===== src/verilog/sram_test_defs.svh =====
// SRAM test harness widths
`ifndef SRAM_TEST_DEFS_SVH
`define SRAM_TEST_DEFS_SVH

// Word and mask geometry shared by every macro
`define SRAM_ADDR_W   10
`define SRAM_DATA_W   32
`define SRAM_WMASK_W  4

// Memories on the harness
`define SRAM_CHIPS    2
`define SRAM0_DEPTH   256
`define SRAM1_DEPTH   1024

// Serial chain lengths
// Command chain covers csb0, csb1, web0, wmask0, addr0, din0 and addr1
`define CMD_BITS      61
`define RESULT_BITS   64

`endif


===== src/verilog/sram_test_pkg.sv =====
// SRAM test harness types
`include "sram_test_defs.svh"

package sram_test_pkg;

   typedef logic [`SRAM_ADDR_W-1:0]  sram_addr_t;
   typedef logic [`SRAM_DATA_W-1:0]  sram_data_t;
   // Bit i enables byte i
   typedef logic [`SRAM_WMASK_W-1:0] sram_wmask_t;
   // Active low, one bit per chip
   typedef logic [`SRAM_CHIPS-1:0]   chip_sel_t;

   // Command word as it sits in the scan chain, MSB shifted in first
   typedef struct packed {
      chip_sel_t   csb0;
      chip_sel_t   csb1;
      logic        web0;     // low selects a write
      sram_wmask_t wmask0;
      sram_addr_t  addr0;
      sram_data_t  din0;
      sram_addr_t  addr1;
   } sram_cmd_t;

   // Captured read data, dout0 leaves the chain first
   typedef struct packed {
      sram_data_t dout0;
      sram_data_t dout1;
   } sram_result_t;

endpackage


===== src/verilog/scan_chain.sv =====
// Command scan chain
`timescale 1ns/1ps
`include "sram_test_defs.svh"

module scan_chain import sram_test_pkg::*; (
   input  logic      wb_clk_i,
   input  logic      reset_i,
   input  logic      scan_in_i,
   input  logic      scan_en_i,
   input  logic      load_i,
   output sram_cmd_t cmd_o
);

   // Serial shift register, filled MSB first
   logic [`CMD_BITS-1:0] shift_q;

   // Command seen by the memories
   sram_cmd_t cmd_q;

   // New bits enter at the LSB so the first bit sent ends up at the MSB
   always_ff @(posedge wb_clk_i) begin
      if (scan_en_i) begin
         shift_q <= {shift_q[`CMD_BITS-2:0], scan_in_i};
      end
   end

   // Load copies the chain contents present before this edge
   always_ff @(posedge wb_clk_i) begin
      if (reset_i) begin
         // All ones keeps every chip deselected
         cmd_q <= '1;
      end else if (load_i) begin
         cmd_q <= sram_cmd_t'(shift_q);
      end
   end

   assign cmd_o = cmd_q;

endmodule


===== config.mk =====
export PLATFORM = sky130hd
export DESIGN_NAME = scan_chain
export DESIGN_NICKNAME = d
export VERILOG_FILES = /design/src/verilog/sram_test_pkg.sv /design/src/verilog/scan_chain.sv
export VERILOG_INCLUDE_DIRS = /design/src /design/src/verilog
export SDC_FILE = /design/constraint.sdc
export NUM_CORES = 1
export LEC_CHECK = 0
export ABC_AREA = 1
export BUFFER_PORTS_ARGS = -buffer_cell sky130_fd_sc_hd__clkbuf_2
export CAP_MARGIN = 20
export CORE_MARGIN = 3
export CORE_UTILIZATION = 25
export DETAILED_ROUTE_END_ITERATION = 10
export MAX_ROUTING_LAYER = met4
export RECOVER_POWER = 100
export SLEW_MARGIN = 5
export SYNTH_ARGS = -nofsm -noshare
export SYNTH_HDL_FRONTEND = slang
export SYNTH_SLANG_ARGS = --single-unit

===== constraint.sdc =====
create_clock -name wb_clk_i -period 1.1 [get_ports wb_clk_i]
set_clock_uncertainty 0.1 [all_clocks]
set_input_delay 0.055 -clock wb_clk_i [delete_from_list [all_inputs] [get_ports wb_clk_i]]
set_output_delay 0.055 -clock wb_clk_i [all_outputs]
set_load 0.05 [all_outputs]

* Word level (Yosys, flattened, before mapping)
Cells that the tools add are included.
** Cells by class
- Add/sub/neg operators :: 0
- Multiply operators :: 0
- Div/mod/pow operators :: 0
- Order comparisons :: 0
- Equality and inequality tests :: 0
- Shift-type cells :: 0
- Multiplexer cells :: 0
- Bitwise logic cells :: 0
- Reductions and logical operators :: 0
** Word-level totals
- Bits in registers :: 122
- Latch bits :: 0
- Bits in writable memories :: 0
- ROM bits :: 0
- Input port bits :: 5
- Output and inout port bits :: 61
- Word-level logic and storage cells :: 8
- Memories :: 0

* Depth between registers and ports, before layout
Gate-level depths: netlist of run 1.
- Depth after elaboration :: 0
- Depth in mapped cells :: 5
- Gate-level depth less buffers :: 3

* Worst setup path after synthesis of run 1
OpenSTA, ideal clock, no wires.
- Path type :: register -> register
- Start :: register cmd_o[9] (netlist name)
- End :: register cmd_q, in the netlist cmd_o[9]
- Setup time :: 0.062 ns
- Data arrival time :: 0.767 ns
- Required time :: 0.938 ns
- Path slack :: 0.171 ns
- Cell stages (with the launch flop) :: 3
- Buffers on the path :: 0
- Period minus slack after synthesis :: 0.929 ns
- Cells stage by stage :: dfxtp_1 nand2_1 nand3_1
** RTL lines
- end signal, assigned :: line scan_chain.sv:33 : cmd_q <= sram_cmd_t'(shift_q);
- end, declared :: line scan_chain.sv:18 : sram_cmd_t cmd_q;

* Worst setup path after layout of run 1
- Start :: register cmd_q, in the netlist cmd_o[22]
- End :: output port cmd_o[22] in the netlist's numbering
** RTL lines
- end, declared :: line scan_chain.sv:11 : output sram_cmd_t cmd_o
No word-level cell between the ends.

==> results of run 1 <==
## cell usage in the layout, fill, tap and decap left out
cell	count
buf_12	2
buf_4	2
buf_6	22
buf_8	19
bufinv_16	2
clkbuf_1	3
clkbuf_16	21
clkbuf_2	5
clkbuf_8	23
clkinv_2	3
clkinvlp_4	1
dfxtp_2	61
dlygate4sd3_1	2
edfxtp_1	61
inv_1	1
inv_6	1
nand2_1	122
nand3_1	61
## layout make-up
type,instances,share of cell area [%]
inverters,2,0.218
clock inverters,6,1.44
repair buffers,73,16.7
multi-input cells,183,13.3
well taps,211,4.60
flip-flops and latches,122,54.5
clock buffers,26,9.22
## registers in the layout (all words and copies together), names as in the netlist
signal   cells
cmd_o       61
shift_q     61
## power by group
part / switching, mW / leakage [nW] / total, mW / internal [mW]
registers: 0.191 / 1.09 / 5.31 / 5.12
clock network: 1.88 / 0.302 / 5.62 / 3.75
logic: 0.863 / 0.949 / 1.35 / 0.489
total: 2.93 / 2.34 / 12.3 / 9.36
## through the flow
step	TNS (ns)	instances	instance area, sq um	worst slack, ns	power, mW
after CTS	-0.0400	623	5800	-0.0158	12.4
after detailed placement	0	588	4510	0.136	6.43
final	0	623	5740	0.0168	12.3
after floorplan	0	326	3980	0.171	6.12
after global placement	0	588	4510	0.172	6.41
after global routing	-0.0774	623	5740	-0.0186	12.8
## routing by layer
metal / part of all wire (%) / vias up / global-route usage (%)
li1: - / 1247 / -
met1: 46 / 1208 / 12.1
met2: 47 / 60 / 15.3
met3: 4.8 / 11 / 4.39
met4: 1.7 / 0 / 4.16
met5: 0 / - / -
## logic make-up after synthesis
logic type	after synthesis	share of synthesized area, %
buffers and inverters	21	4.18
DFF	122	76.7
and+or+nand+nor	183	19.2
## worst max-delay path by stage
| stage | start | endpoint | slack, ns |
|---|---|---|---|
| 5_1_grt | cmd_o[9]$_SDFFE_PP1P_ | cmd_o[9] | -0.02 |
| 4_1_cts | cmd_o[24]$_SDFFE_PP1P_ | cmd_o[24] | -0.02 |
| 2_1_floorplan | cmd_o[9]$_SDFFE_PP1P_ | cmd_o[9]$_SDFFE_PP1P_ | 0.17 |
| 6_report | cmd_o[22]$_SDFFE_PP1P_ | cmd_o[22] | 0.02 |
| 3_3_place_gp | load_i | cmd_o[24]$_SDFFE_PP1P_ | 0.17 |
| 3_5_place_dp | load_i | cmd_o[45]$_SDFFE_PP1P_ | 0.14 |
## timing repair
action                     in CTS  in global routing
resized for setup             186                 42
setup endpoints to repair      61                 45
hold buffers                    2                  0
hold endpoints to repair       29                  0
buffers inserted                1                  0
pin swaps                       0                  0
==> metrics.cfg, run 1 <==
[status]
outcome = finished, final reports clean

[worst_setup_path]
crit_path_end_kind = output pin
required_ns = 0.94
critPathLaunchType = flop
r2r_setup_slack_ns = 0.25
worstSetupPathDepth = 1
regToRegStartpoint = shift_q[27]$_DFFE_PP_
worstReg2RegEnd = cmd_o[27]$_SDFFE_PP1P_
crit_path_top_delay_cell = dfxtp_2
arrival_ns = 0.93
worst-path-max-fanout = 2
crit_chain = clkbuf_16
r2r_cells = 2
cp_num_buf_inv = 1
path_class = flop to output pin
cpPeakStageDelay_ns = 0.35
crit_family = flip-flops

[sta]
holdWs_ns = 0.0815
slew_viol_final = 0
relSlewSlack_pct = 48.1
setup_viol = 0
worstMarginPinSlew_ns = 0.779
max_freq_ghz = 0.923
hold_violations = 0
rsz0062_at_grt = true
layout_min_cycle_time_ns = 1.08
period_share_pct = 98.5

[global_routing]
grt_max_degree = 62
grt.overflow.total = 0
antenna_found_initial = 0
grt_pass1_wl_um = 13300
grt.total_usage_pct = 10.2
grt_pass1_vias = 2589

[floorplan]
num_io_pins = 66
coreArea_sq_mm = 0.0154
die_area_sq_mm = 0.0175
fp.dieW_um = 132
std_cell_rows = 45
die_y_um = 132
start_util_pct = 25.9

[finish]
layout-drive-gt1-share_pct = 39.3
fill_cells = 1483
multi_input_area_sq_um = 763
post-route-util_pct = 37.3
num_antenna_cells = 0
regArea_sq_mm = 0.00313
syn_to_final_growth_pct = 44.1
num-nets-final = 404

[min_path]
worstHoldEndpoint = cmd_o[33]$_SDFFE_PP1P_
min_path_cells = 4
hp-start = load_i
hp-class = input port to flop

[placement]
hpwl_um = 4560
io_buffers = 65
globalplace.congestion = 0.660

[drt]
vias_per_cell = 4.05
ant_nets = 0
first_pass_iters = 4
routedWlPerCell_um = 13.1
drc = 0
wirelength_um = 8140
vias = 2526
drtIter0Drc = 117

[clock_tree]
cts_made_buffers = 17
cts_sinks = 122
clockBufferDepth = 2
cts_tree = yes
clockRootBuffer = clkbuf_16
clkTransAtPathRegs_ns = 0.05
h-tree-depth = 4
clock_latency_ns = 0.41

[yosys]
avgSynthCellArea_sq_um = 12.2
ys_ff_latch = 122
synth_area_sq_mm = 0.00398
synth_async_sr_flop_share_pct = 0
ys_seq_area_share_pct = 76.7
syn_nets = 331
synth_edf_count = 61
post-synth-top-count-cell = nand2_1
netlist_instances = 326
synth.area.top_cells = edfxtp_1 (46%), dfxtp_1 (31%), nand2_1 (11%)
yosysTopAreaCell = edfxtp_1
synth_flop_cell = edfxtp_1
ys_warn_count = 0
yosysTopAreaCellShare_pct = 46.0
synth_cell_types = 9
synthTopCellsByCount = nand2_1 (122), dfxtp_1 (61), edfxtp_1 (61), nand3_1 (61), buf_6 (7)

[pwr]
power_density_mw_per_mm2 = 2140
p_leak_nw = 2.34
max-vdd-ir-drop_v = 0.00133

[run]
maxCapViolCount = 0

No activity file was read; power rests on OpenSTA's default activity.
==> run 2, diff against run 1 <==
Settings changed: MAX_ROUTING_LAYER met4 to unset, RECOVER_POWER 100 to 50.
Clock period 1.1 ns to 1.15 ns, I/O delays scaled along.
==> run 2 against run 1 <==
Compared with the run above:
- sequential cell count did not move
- largest cell class unchanged
- critical endpoint unchanged
- wire length shrank 5.3%
- first-iteration DRC count shrank 17%
- via count decreased by 0.99%
==> metrics.cfg, run 2 (synthesis results as in run 1) <==
[sta]
setup_viol = 0  ; unchanged
layout_min_cycle_time_ns = 1.12
fin_ws_ns = 0.0320  ; was 0.0168 ns
hold_violations = 0  ; unchanged
worstMarginPinSlew_ns = 0.771  ; was 0.779 ns
period_share_pct = 97.2
holdWs_ns = 0.0915  ; was 0.0815 ns
relSlewSlack_pct = 48.6  ; was 48.1%
max_freq_ghz = 0.894
totalNegativeSetupSlack_ns = 0  ; unchanged
slew_viol_final = 0  ; unchanged

[finish]
fin_cells = 622  ; was 623
final_common_cell = nand2_1  ; unchanged
post-route-util_pct = 35.1  ; was 37.3%
num-nets-final = 403  ; was 404
most-common-layout-cells = nand2_1 (122), nand3_1 (61), edfxtp_1 (61)  ; was nand2_1 (122), nand3_1 (61), dfxtp_2 (61), edfxtp_1 (61), clkbuf_8 (23)
layout-drive-gt1-share_pct = 23.8  ; was 39.3%
num_antenna_cells = 0  ; unchanged
postLayoutCellArea_sq_mm = 0.00540  ; was 0.00574 sq mm
syn_to_final_growth_pct = 35.6  ; was 44.1%

[pwr]
comb_power_share_pct = 10.4  ; was 11.0%
internal_power_mw = 8.66  ; was 9.36 mW
power_density_mw_per_mm2 = 2110  ; was 2140 mW/mm^2
swShare_pct = 23.9  ; about the same
p_switching_mw = 2.72  ; was 2.93 mW
seqPwrFrac_pct = 44.1  ; was 43.2%
p_leak_nw = 2.23  ; was 2.34 nW
max-vdd-ir-drop_v = 0.00104  ; was 0.00133 V
pwr-share-clk_pct = 45.4  ; was 45.8%
finalPower_mw = 11.4  ; was 12.3 mW

[placement]
placed_area_sq_mm = 0.00451  ; unchanged
pre_cts_ws_ns = 0.194  ; was 0.136 ns
globalplace.congestion = 0.654  ; was 0.660
io_buffers = 65  ; unchanged
placed_cells = 588  ; unchanged
hpwl_um = 4540  ; was 4560 um

[drt]
vias = 2501  ; was 2526
vias_per_cell = 4.02  ; was 4.05
wirelength_um = 7700  ; was 8140 um
ant_nets = 0  ; unchanged
drtIter0Drc = 97  ; was 117
first_pass_iters = 4  ; unchanged
routedWlPerCell_um = 12.4  ; was 13.1 um
drc = 0  ; unchanged

[worst_setup_path]
worst-path-max-fanout = 2  ; unchanged
crit_chain = buf_8  ; was clkbuf_16
arrival_ns = 0.96  ; was 0.93 ns
crit_family = flip-flops  ; unchanged
cpPeakStageDelay_ns = 0.39  ; was 0.35 ns
crit_path_end_kind = output pin  ; unchanged
critPathLaunchType = flop  ; unchanged
required_ns = 0.99  ; was 0.94 ns
cp_num_buf_inv = 1  ; unchanged
path_class = flop to output pin  ; unchanged
crit_path_top_delay_cell = dfxtp_1  ; was dfxtp_2

[clock_tree]
clockBufferDepth = 2  ; unchanged
cts_sinks = 122  ; unchanged
clkTransAtPathRegs_ns = 0.05  ; about the same
cts_made_buffers = 17  ; unchanged
clock_latency_ns = 0.40  ; was 0.41 ns
h-tree-depth = 4  ; unchanged
postCtsSetupBuffers = 0  ; was 1
clockRootBuffer = clkbuf_16  ; unchanged
cts_tree = yes  ; unchanged

[global_routing]
grt.total_usage_pct = 9.40  ; was 10.2%
antenna_found_initial = 0  ; unchanged
grt_pass1_vias = 2515  ; was 2589
grt_max_degree = 62  ; unchanged
grt_pass1_wl_um = 12700  ; was 13300 um
grt.overflow.total = 0  ; unchanged

[floorplan]
coreArea_sq_mm = 0.0154  ; unchanged
num_io_pins = 66  ; unchanged
start_util_pct = 25.9  ; unchanged
die_area_sq_mm = 0.0175  ; unchanged
die_y_um = 132  ; unchanged
fp.dieW_um = 132  ; unchanged
std_cell_rows = 45  ; unchanged

[min_path]
hp-class = input port to flop  ; unchanged

[status]
outcome = finished, final reports clean  ; unchanged

[run]
maxCapViolCount = 0  ; unchanged

-- run 2: final timing paths --
path / from / endpoint / slack, ns / cells past startpoint
hold / removal: load_i / cmd_o[45]$_SDFFE_PP1P_ / 0.09 / 4
setup reg to reg: shift_q[4]$_DFFE_PP_ / cmd_o[4]$_SDFFE_PP1P_ / 0.32 / 2
hold reg to reg: shift_q[52]$_DFFE_PP_ / shift_q[53]$_DFFE_PP_ / 0.35 / 0
setup / recovery: cmd_o[22]$_SDFFE_PP1P_ / cmd_o[22] / 0.03 / 1
-- run 2: power groups by stage --
stage	Sequential (mW)	Clock (mW)	Combinational, mW
after CTS	5.02	5.32	1.20
after floorplan	5.58	0	0.279
after detailed placement	5.09	0	1.05
final	5.03	5.17	1.19
after global routing	5.06	5.49	1.27
after global placement	5.09	0	1.05
-- run 2: metal layers --
layer / global-route usage [%] / vias up / part of all wire [%]
met4: 5.02 / 0 / 1.8
met2: 14.2 / 63 / 46
met1: 11.5 / 1177 / 47
li1: - / 1248 / -
met5: 0 / - / 0
met3: 3.82 / 13 / 5.6
-- run 2: layout make-up --
cell class | count | area, sq um
fill | 1512 | 9970
sequential | 122 | 3060
multi-input combinational | 183 | 763
timing repair buffer | 72 | 728
clock buffer | 22 | 454
tap | 211 | 264
clock inverter | 10 | 124
inverter | 2 | 12.5
-- run 2: what timing repair did --
action                                 CTS  global route
endpoints found under the hold margin   18             0
setup endpoints to repair               61            39
resized for setup                       87            43
hold buffers                             2             0
