### config.mk
export PLATFORM = sky130hd
export DESIGN_NAME = result_capture
export DESIGN_NICKNAME = d
export VERILOG_FILES = /design/src/verilog/sram_test_pkg.sv /design/src/verilog/result_capture.sv
export VERILOG_INCLUDE_DIRS = /design/src /design/src/verilog
export SDC_FILE = /design/constraint.sdc
export NUM_CORES = 1
export LEC_CHECK = 0
export ABC_AREA = 0
export BUFFER_PORTS_ARGS = -buffer_cell sky130_fd_sc_hd__clkbuf_2
export CAP_MARGIN = 5
export CORE_MARGIN = 2
export CORE_UTILIZATION = 52
export CTS_BUF_LIST = sky130_fd_sc_hd__clkbuf_8
export DETAILED_ROUTE_END_ITERATION = 12
export PLACE_DENSITY = 0.77
export SKIP_CTS_REPAIR_TIMING = 1
export SKIP_LAST_GASP = 1
export SLEW_MARGIN = 25
export SYNTH_ARGS = -nofsm -noshare
export SYNTH_HDL_FRONTEND = slang
export SYNTH_SLANG_ARGS = --single-unit
### constraint.sdc
create_clock -name wb_clk_i -period 1.5 [get_ports wb_clk_i]
set_clock_uncertainty 0.2 [all_clocks]
set_input_delay 0.225 -clock wb_clk_i [delete_from_list [all_inputs] [get_ports wb_clk_i]]
set_output_delay 0.225 -clock wb_clk_i [all_outputs]
set_load 0.05 [all_outputs]
### src/verilog/sram_test_defs.svh
// SRAM test harness widths
`ifndef SRAM_TEST_DEFS_SVH
`define SRAM_TEST_DEFS_SVH

// Word and mask geometry shared by every macro
`define SRAM_ADDR_W   10
`define SRAM_DATA_W   32
`define SRAM_WMASK_W  4

// Memories on the harness
`define SRAM_CHIPS    2
`define SRAM0_DEPTH   256
`define SRAM1_DEPTH   1024

// Serial chain lengths
// Command chain covers csb0, csb1, web0, wmask0, addr0, din0 and addr1
`define CMD_BITS      61
`define RESULT_BITS   64

`endif

### src/verilog/sram_test_pkg.sv
// SRAM test harness types
`include "sram_test_defs.svh"

package sram_test_pkg;

   typedef logic [`SRAM_ADDR_W-1:0]  sram_addr_t;
   typedef logic [`SRAM_DATA_W-1:0]  sram_data_t;
   // Bit i enables byte i
   typedef logic [`SRAM_WMASK_W-1:0] sram_wmask_t;
   // Active low, one bit per chip
   typedef logic [`SRAM_CHIPS-1:0]   chip_sel_t;

   // Command word as it sits in the scan chain, MSB shifted in first
   typedef struct packed {
      chip_sel_t   csb0;
      chip_sel_t   csb1;
      logic        web0;     // low selects a write
      sram_wmask_t wmask0;
      sram_addr_t  addr0;
      sram_data_t  din0;
      sram_addr_t  addr1;
   } sram_cmd_t;

   // Captured read data, dout0 leaves the chain first
   typedef struct packed {
      sram_data_t dout0;
      sram_data_t dout1;
   } sram_result_t;

endpackage

### src/verilog/result_capture.sv
// Result capture and serial output
`timescale 1ns/1ps
`include "sram_test_defs.svh"

module result_capture import sram_test_pkg::*; (
   input  logic         wb_clk_i,
   input  logic         reset_i,
   input  sram_result_t rdata_i,
   input  logic         rd_done_i,
   input  logic         scan_en_i,
   output logic         scan_out_o,
   output logic         done_o
);

   // Result register, MSB drives the serial output
   logic [`RESULT_BITS-1:0] result_q;
   logic                    done_q;

   // A load wins over a shift in the same cycle
   always_ff @(posedge wb_clk_i) begin
      if (reset_i) begin
         result_q <= '0;
      end else if (rd_done_i) begin
         result_q <= rdata_i;
      end else if (scan_en_i) begin
         // Move toward the MSB, zeros fill from the bottom
         result_q <= {result_q[`RESULT_BITS-2:0], 1'b0};
      end
   end

   // One cycle pulse once the register holds fresh data
   always_ff @(posedge wb_clk_i) begin
      if (reset_i) begin
         done_q <= 1'b0;
      end else begin
         done_q <= rd_done_i;
      end
   end

   assign scan_out_o = result_q[`RESULT_BITS-1];
   assign done_o     = done_q;

endmodule

Word level (Yosys, flattened, before mapping)
Cells that the tools add are included.
Operators by class
  reductions and logical operators: 1
  muxes and demuxes: 2
Operator list (count)
  $mux 64: 2
  $reduce_bool 2->1: 1
Storage, ports and cells
  output and inout port bits: 2
  bits in registers: 65
  logic and storage cells: 5
  input port bits: 68

Depth between registers and ports, before layout
Gate-level depths: netlist (run 1).
  depth after elaboration: 2
  mapped depth: 4
  depth with buffers taken out: 2

Worst setup path before layout (run 1)
No wires, ideal clock.
  path kind: register to register
  start: register result_q[63] (netlist name)
  end: register result_q[63]
  slack: 0.266 ns
  cell stages (with the launch flop): 3
  period minus slack after synthesis: 1.234 ns
  library setup time: 0.086 ns
  buffers on the path: 0
  data required time: 1.214 ns
  arrival time: 0.949 ns
  cell sequence: dfxtp_1 > mux2i_1 > a211oi_1
RTL lines
  to (signal assigned): RTL line result_capture.sv:24  | result_q <= rdata_i;
  to (signal assigned): RTL line result_capture.sv:27  | result_q <= {result_q[`RESULT_BITS-2:0], 1'b0};
  to (decl): RTL line result_capture.sv:16  | logic [`RESULT_BITS-1:0] result_q;

Worst setup path after layout (run 1)
  start: register result_q[63]
  end: output scan_out_o
RTL lines
  to (decl): RTL line result_capture.sv:11  | output logic scan_out_o,
No word-level cell between the ends.

==> results of run 1 <==
per-layer routing:
layer / global-route usage (%) / share of wire [%] / vias to the layer above
met5: 0 / 0 / -
met4: 5.593 / 0.97 / 0
met3: 7.416 / 4.4 / 8
met2: 31.67 / 50 / 52
met1: 25.00 / 45 / 1119
li1: - / - / 1247
worst register-to-register path: cells and delay by family (launching register included):
| family | cells | cell delay, ns |
|---|---|---|
| and+or+nand+nor | 1 | 0.34 |
| DFF | 1 | 0.33 |
| AOI/OAI and AO/OA | 1 | 0.14 |
sequential cells by signal, indices dropped and copies added, names as in the netlist:
name / count
result_q: 64
done_o: 1
worst min-delay path by stage:
stage / start / end / slack, ns
3_5_place_dp: rdata_i[0] / result_q[0] / 0.30
5_1_grt: rdata_i[10] / result_q[10] / -0.002
6_report: rdata_i[55] / result_q[55] / -0.03
2_1_floorplan: rdata_i[0] / result_q[0] / 0.17
3_3_place_gp: rdata_i[0] / result_q[0] / 0.28
4_1_cts: rdata_i[0] / result_q[0] / -0.07
cell usage after synthesis:
master	n	area share, %
sky130_fd_sc_hd__buf_8	6	3.0
sky130_fd_sc_hd__or3b_1	1	0.29
sky130_fd_sc_hd__dfxtp_1	65	43
sky130_fd_sc_hd__clkbuf_1	11	1.4
sky130_fd_sc_hd__buf_1	1	0.12
sky130_fd_sc_hd__inv_2	1	0.12
sky130_fd_sc_hd__buf_2	8	1.3
sky130_fd_sc_hd__a211oi_1	59	15
sky130_fd_sc_hd__nor2_1	1	0.12
sky130_fd_sc_hd__nor2b_1	63	13
sky130_fd_sc_hd__buf_6	1	0.37
sky130_fd_sc_hd__a21oi_1	1	0.16
sky130_fd_sc_hd__a211oi_2	4	1.7
sky130_fd_sc_hd__nand2_1	1	0.12
sky130_fd_sc_hd__mux2i_1	63	21
final cells by class:
type,instances,area [um2]
Multi-Input combinational cell,193,1539
Fill cell,413,1511
Sequential cell,65,1301
Timing Repair Buffer,121,965.9
Clock buffer,11,151.4
Tap cell,72,90.09
Clock inverter,3,11.26
Inverter,1,3.754
where the power goes:
part | switching (mW) | total (mW) | internal (mW) | leakage, nW
logic | 0.276 | 0.643 | 0.367 | 1.13
registers | 0.0674 | 1.92 | 1.86 | 0.541
clock network | 0.596 | 1.25 | 0.654 | 0.0951
stage by stage:
stage | setup slack (ns) | util (%)
after floorplan | 0.2657 | -
after global placement | 0.2070 | 62.60
after detailed placement | 0.1592 | 62.60
after CTS | 0.08267 | 65.52
after global routing | 0.04967 | 72.88
final | 0.09627 | 72.88
logic make-up (layout without fill, tap and decap cells):
family | Yosys count | count (layout) | synth area share [%]
AO/OA/AOI/OAI | 64 | 64 | 16.43
AND/OR/NAND/NOR | 66 | 66 | 13.54
flip-flops | 65 | 65 | 42.94
buffers and inverters | 28 | 136 | 6.276
multiplexers | 63 | 63 | 20.81
==> reports/results.md, run 1 <==
| Stage | Metric | Reported |
|:---|:---|:---|
| sta | Maximum clock frequency | 0.7124 GHz |
| synth | Sequential-to-total area share from yosys stat | 42.94% |
| drt | Count of routing violations after the opening detailed-route iteration | 86 |
| grt | Pin count of the biggest net entering global routing | 44 |
| drt | Via total after detailed routing | 2426 |
| clock tree | CTS H-tree lvls | 3 |
| synth | Mean area per synthesized cell | 10.60 um2 |
| setup path | Number of cells on the critical path | 1 |
| setup path | Launch instance of the worst register-to-register path | result_q[0] |
| grt | Overflow left after global routing | 0 |
| drt | Drc violations | 0 |
| grt | First-pass GRT wire length | 9777 um |
| grt | Tot GR Track Use | 19.82% |
| sta | Setup repair after global routing missed its margin | false |
| clock tree | Max clock buf depth | 2 |
| floorplanning | I/O pin cnt | 70 |
| worst hold path | Count of cells along the worst hold path | 3 |
| clock tree | Number of buffers added by the clock tree synthesis step | 9 |
| synth | Syn nets | 354 |
| floorplanning | Die width | 80.34 um |
| setup path | Cell with the largest stage delay on the worst path | sky130_fd_sc_hd__dfxtp_1 |
| floorplanning | Initial cell density of the core | 54.37% |
| setup path | Delay-heaviest family, CP | flip-flops |
| grt | Number of antenna violations at the first check in global routing | 0 |
| clock tree | CTS tree | yes |
| placed design | Placed cell count | 411 |
| sta | Max-Slew Margin vs Limit | 77.73% |
| drt | Final Routed Wirelength | 6419 um |
| power and ir drop | Static Leakage | 1.768 nW |
| sta | Final hold violations | 14 |
| floorplanning | Overall die area | 6455 um2 |
| synth | Area of the mapped netlist | 3030 um2 |
| cells and area | Area growth from synthesis to layout | 34.06% |
| synth | Count of unique library cells instantiated by Yosys | 15 |
| placed design | IO Port Bufs | 69 |
| setup path | Worst Setup Path Type | reg2out |
| setup path | Reg2Reg Capture Point | result_q[0] |
| floorplanning | # rows | 27 |
| setup path | CP Cell Sequence | clkbuf_2 |
| floorplanning | Core Footprint | 5574 um2 |
| clock tree | Clock network latency to the later pin of the worst-skew pair | 0.33 ns |
| floorplanning | Floorplan die height | 80.34 um |
| setup path | Number of buffer and inverter stages on the critical path | 1 |
| drt | Via count normalized by instance count | 5.206 |
| placed design | Final GP Congestion | 0.7790 |
| cells and area | Post-route design area | 4063 um2 |
| power and ir drop | Total power | 3.816 mW |
| synth | Synth Warn # | 0 |
| sta | Total negative slack for setup checks | 0 ns |
| drt | Antenna viol nets, final | 0 |
| cells and area | Share of post-route cells with drive strength above 1 | 24.37% |
| grt | Number of global-route vias before repair | 2155 |
| power and ir drop | Highest ir drop seen on vdd | 741.5 uV |
| drt | First-pass DRT Iterations | 4 |
| cells and area | Commonest non-fill, non-tap cell in the layout | sky130_fd_sc_hd__clkbuf_2 |
| synth | Cell count after synthesis | 286 |
| sta | Final period utilization | 93.58% |
| setup path | Worst EP required | 1.07 ns |
| placed design | DPL Wire Length | 3930 um |
| sta | Final critical-path required period | 1.404 ns |
| power and ir drop | Total power divided by cell area | 939.3 nW/um2 |
| clock tree | Root buffer cell | sky130_fd_sc_hd__clkbuf_8 |
| setup path | CP max stage delay | 0.36 ns |
| worst hold path | Hold Crit Class | in2reg |
| outcome | Failing checks | negative hold slack |
| flow run | Max-capacitance violation count | 0 |
| drt | Average wire per standard cell | 13.77 um |
| setup path | Worst setup slack for register-to-register paths | 0.42 ns |
| placed design | Post-place instance area | 3490 um2 |
| setup path | Critical Path AT | 0.98 ns |
| outcome | Outcome | finished with violations |
| clock tree | Sink Count | 65 |
| sta | Slew @ Worst Pin | 0.3341 ns |
| setup path | End point of the critical path | scan_out_o |
| setup path | Critical path launch point | result_q[63] |
| cells and area | Number of antenna diodes | 0 |
| clock tree | Clock-pin slew of the registers on the worst-case setup and hold paths | 0.07 ns |
| setup path | Critical Path Fanout Max | 2 |
| setup path | CP Launch Type | flip-flop |
| synth | FF+latch count, synth | 65 |
| sta | Hold slack final | -0.03281 ns |
| setup path | Worst R2R Path Depth | 2 |
| setup path | Crit. End Element | primary output |
| cells and area | Total Nets Final | 459 |
| sta | Setup violation total in the final timing report | 0 |
| cells and area | Non-filler instance count after layout | 466 |
| sta | Max Slew Vio Count | 0 |
| cells and area | Commonest cells after routing, fill and taps aside | sky130_fd_sc_hd__clkbuf_2 (68), sky130_fd_sc_hd__dfxtp_1 (65), sky130_fd_sc_hd__mux2i_1 (63), sky130_fd_sc_hd__nor2b_1 (63), sky130_fd_sc_hd__a211oi_1 (59) |
Power figures use the tool's default switching activity.
==> run 2, diff against run 1 <==
--- a/config.mk
+++ b/config.mk
@@ -10,10 +10,10 @@
 export BUFFER_PORTS_ARGS = -buffer_cell sky130_fd_sc_hd__clkbuf_2
 export CAP_MARGIN = 5
 export CORE_MARGIN = 2
-export CORE_UTILIZATION = 52
+export CORE_UTILIZATION = 45
 export CTS_BUF_LIST = sky130_fd_sc_hd__clkbuf_8
 export DETAILED_ROUTE_END_ITERATION = 12
-export PLACE_DENSITY = 0.77
+export PLACE_DENSITY = 0.69
 export SKIP_CTS_REPAIR_TIMING = 1
 export SKIP_LAST_GASP = 1
 export SLEW_MARGIN = 25
==> run 2 against run 1 <==
Non-clock buffer count shrank 11; worst hold slack got worse by 0.0046 ns; die area is 15% higher; sequential cell count unchanged; clock power up 34%; critical endpoint unchanged; first-iteration DRC count increased by 9.3%; the flow still finishes with violations (negative hold slack); sequential power hardly changed; highest routed layer unchanged.
==> reports/results.md, run 2 (synthesis results as in run 1) <==
| Stage | Metric | Reported | Delta |
|:---|:---|:---|:---|
| outcome | Outcome | finished with violations |  |
| outcome | Failing checks | negative hold slack |  |
| flow run | Max-capacitance violation count | 0 | unchanged |
| grt | Tot GR Track Use | 16.93% | -2.9 points |
| setup path | Critical path launch point | result_q[63] |  |
| setup path | Critical Path Fanout Max | 2 | unchanged |
| floorplanning | Overall die area | 7406 um2 | +15% |
| setup path | Critical Path AT | 0.97 ns | about the same |
| cells and area | Commonest cells after routing, fill and taps aside | sky130_fd_sc_hd__clkbuf_2 (68), sky130_fd_sc_hd__dfxtp_1 (65), sky130_fd_sc_hd__mux2i_1 (63), sky130_fd_sc_hd__nor2b_1 (63), sky130_fd_sc_hd__a211oi_1 (59) |  |
| setup path | CP Launch Type | flip-flop |  |
| setup path | Worst Setup Path Type | reg2out |  |
| power and ir drop | Static Leakage | 1.717 nW | -2.9% |
| sta | Setup violation total in the final timing report | 0 | unchanged |
| clock tree | Root buffer cell | sky130_fd_sc_hd__clkbuf_8 |  |
| drt | Drc violations | 0 | unchanged |
| drt | Average wire per standard cell | 13.52 um | -1.8% |
| drt | Antenna viol nets, final | 0 | unchanged |
| floorplanning | Core Footprint | 6422 um2 | +15% |
| cells and area | Total Nets Final | 448 | -2.4% |
| placed design | DPL Wire Length | 3788 um | -3.6% |
| sta | Hold slack final | -0.03744 ns | -0.004629 ns |
| worst hold path | Count of cells along the worst hold path | 3 | unchanged |
| clock tree | Number of buffers added by the clock tree synthesis step | 9 | unchanged |
| worst hold path | Hold Crit Class | in2reg |  |
| placed design | IO Port Bufs | 69 | unchanged |
| clock tree | Max clock buf depth | 2 | unchanged |
| power and ir drop | Total power | 4.197 mW | +10% |
| setup path | Worst R2R Path Depth | 2 | unchanged |
| setup path | Launch instance of the worst register-to-register path | result_q[0] |  |
| clock tree | Clock-pin slew of the registers on the worst-case setup and hold paths | 0.07 ns | about the same |
| drt | First-pass DRT Iterations | 4 | unchanged |
| sta | Total negative slack for setup checks | 0 ns | unchanged |
| worst hold path | Origin of the worst min-delay path | rdata_i[15] |  |
| clock tree | Clock network latency to the later pin of the worst-skew pair | 0.34 ns | about the same |
| drt | Final Routed Wirelength | 6248 um | -2.7% |
| power and ir drop | Total power divided by cell area | 1056 nW/um2 | +12% |
| floorplanning | Die width | 86.06 um | +7.1% |
| setup path | Reg2Reg Capture Point | result_q[0] |  |
| grt | Overflow left after global routing | 0 | unchanged |
| sta | Max-Slew Margin vs Limit | 78.22% | +0.49 points |
| sta | Setup repair after global routing missed its margin | false |  |
| drt | Via count normalized by instance count | 5.121 | -1.6% |
| floorplanning | I/O pin cnt | 70 | unchanged |
| setup path | Worst setup slack for register-to-register paths | 0.42 ns | about the same |
| placed design | Placed cell count | 412 | +0.24% |
| placed design | Post-place instance area | 3403 um2 | -2.5% |
| sta | Setup slack of the critical path after layout | 0.1092 ns | +0.01297 ns |
| setup path | Delay-heaviest family, CP | flip-flops |  |
| setup path | Number of buffer and inverter stages on the critical path | 1 | unchanged |
| setup path | CP Cell Sequence | clkbuf_2 |  |
| sta | Final period utilization | 92.72% | -0.86 points |
| floorplanning | Floorplan die height | 86.06 um | +7.1% |
| grt | Pin count of the biggest net entering global routing | 66 | +50% |
| cells and area | Share of post-route cells with drive strength above 1 | 25.19% | +0.83 points |
| cells and area | Number of antenna diodes | 0 | unchanged |
| clock tree | CTS H-tree lvls | 3 | unchanged |
| clock tree | CTS tree | yes |  |
| drt | Via total after detailed routing | 2366 | -2.5% |
| placed design | Final GP Congestion | 0.7049 | -9.5% |
| floorplanning | # rows | 29 | +7.4% |
| sta | Final critical-path required period | 1.391 ns | -0.01297 ns |
| sta | Maximum clock frequency | 0.7190 GHz | +0.93% |
| cells and area | Non-filler instance count after layout | 462 | -0.86% |
| grt | Number of global-route vias before repair | 2202 | +2.2% |
| worst hold path | Endpoint, Worst Hold | result_q[15] |  |
| cells and area | Post-route design area | 3973 um2 | -2.2% |
| setup path | Crit. End Element | primary output |  |
| sta | Slew @ Worst Pin | 0.3267 ns | -0.007360 ns |
| power and ir drop | Highest ir drop seen on vdd | 509.1 uV | -31% |
| floorplanning | Initial cell density of the core | 47.18% | -7.2 points |
| sta | Max Slew Vio Count | 0 | unchanged |
| setup path | Cell with the largest stage delay on the worst path | sky130_fd_sc_hd__dfxtp_1 |  |
| clock tree | Sink Count | 65 | unchanged |
| setup path | CP max stage delay | 0.35 ns | about the same |
| cells and area | Number of flip-flops under the largest register name | 64 | unchanged |
| grt | Number of antenna violations at the first check in global routing | 0 | unchanged |
| placed design | Setup slack after placement | 0.1163 ns | -0.04293 ns |
| cells and area | Commonest non-fill, non-tap cell in the layout | sky130_fd_sc_hd__clkbuf_2 |  |
| setup path | Worst EP required | 1.07 ns | about the same |
| sta | Final hold violations | 19 | +5 |
| cells and area | Area growth from synthesis to layout | 31.09% |  |
| cells and area | Register with the most flip-flops | result_q |  |
| grt | First-pass GRT wire length | 10030 um | +2.6% |
| drt | Count of routing violations after the opening detailed-route iteration | 94 | +9.3% |
-- run 2: cell types whose count changed in the layout (fill, tap and decap cells not counted), sizes merged --
cell / change
clkinv: +2
inv: -3
clkinvlp: +1
dlygate4sd3: -7
buf: -4
bufinv: +2
-- run 2: area by class of cell --
cell class,count,area (um2)
timing repair buffer,110,803.3
clock inverter,5,77.57
sequential,65,1301
clock buffer,11,151.4
multi-input combinational,193,1539
inverter,1,3.754
fill,556,2450
tap,77,96.34
-- run 2: power by group --
group / internal [mW] / leakage [nW] / switching, mW / total, mW
Combinational: 0.332 / 1.06 / 0.267 / 0.599
Clock: 1.02 / 0.115 / 0.658 / 1.68
Sequential: 1.85 / 0.541 / 0.0646 / 1.92
Total: 3.21 / 1.72 / 0.990 / 4.20
-- run 2: worst max-delay path by stage --
| stage | cells past startpoint | slack [ns] | end |
|---|---|---|---|
| 2_1_floorplan | 2 | 0.27 | result_q[63] |
| 3_3_place_gp | 4 | 0.18 | result_q[38] |
| 3_5_place_dp | 4 | 0.12 | result_q[45] |
| 4_1_cts | 1 | 0.09 | scan_out_o |
| 5_1_grt | 1 | 0.06 | scan_out_o |
| 6_report | 1 | 0.11 | scan_out_o |
-- run 2: layer usage --
| metal | global-route usage, % | wire length (um) |
|---|---|---|
| met1 | 22.28 | 2970 |
| met2 | 26.64 | 2952 |
| met3 | 3.465 | 212 |
| met4 | 7.792 | 113 |
| met5 | 0 | 0 |
-- run 2: stage by stage --
| stage | hold slack [ns] | util [%] |
|---|---|---|
| detailed placement | 0.2901 | 52.99 |
| global route | 0.003012 | 61.85 |
| finish | -0.03744 | 61.85 |
| floorplan | 0.1696 | - |
| global placement | 0.2935 | 52.99 |
| CTS | -0.06373 | 56.56 |
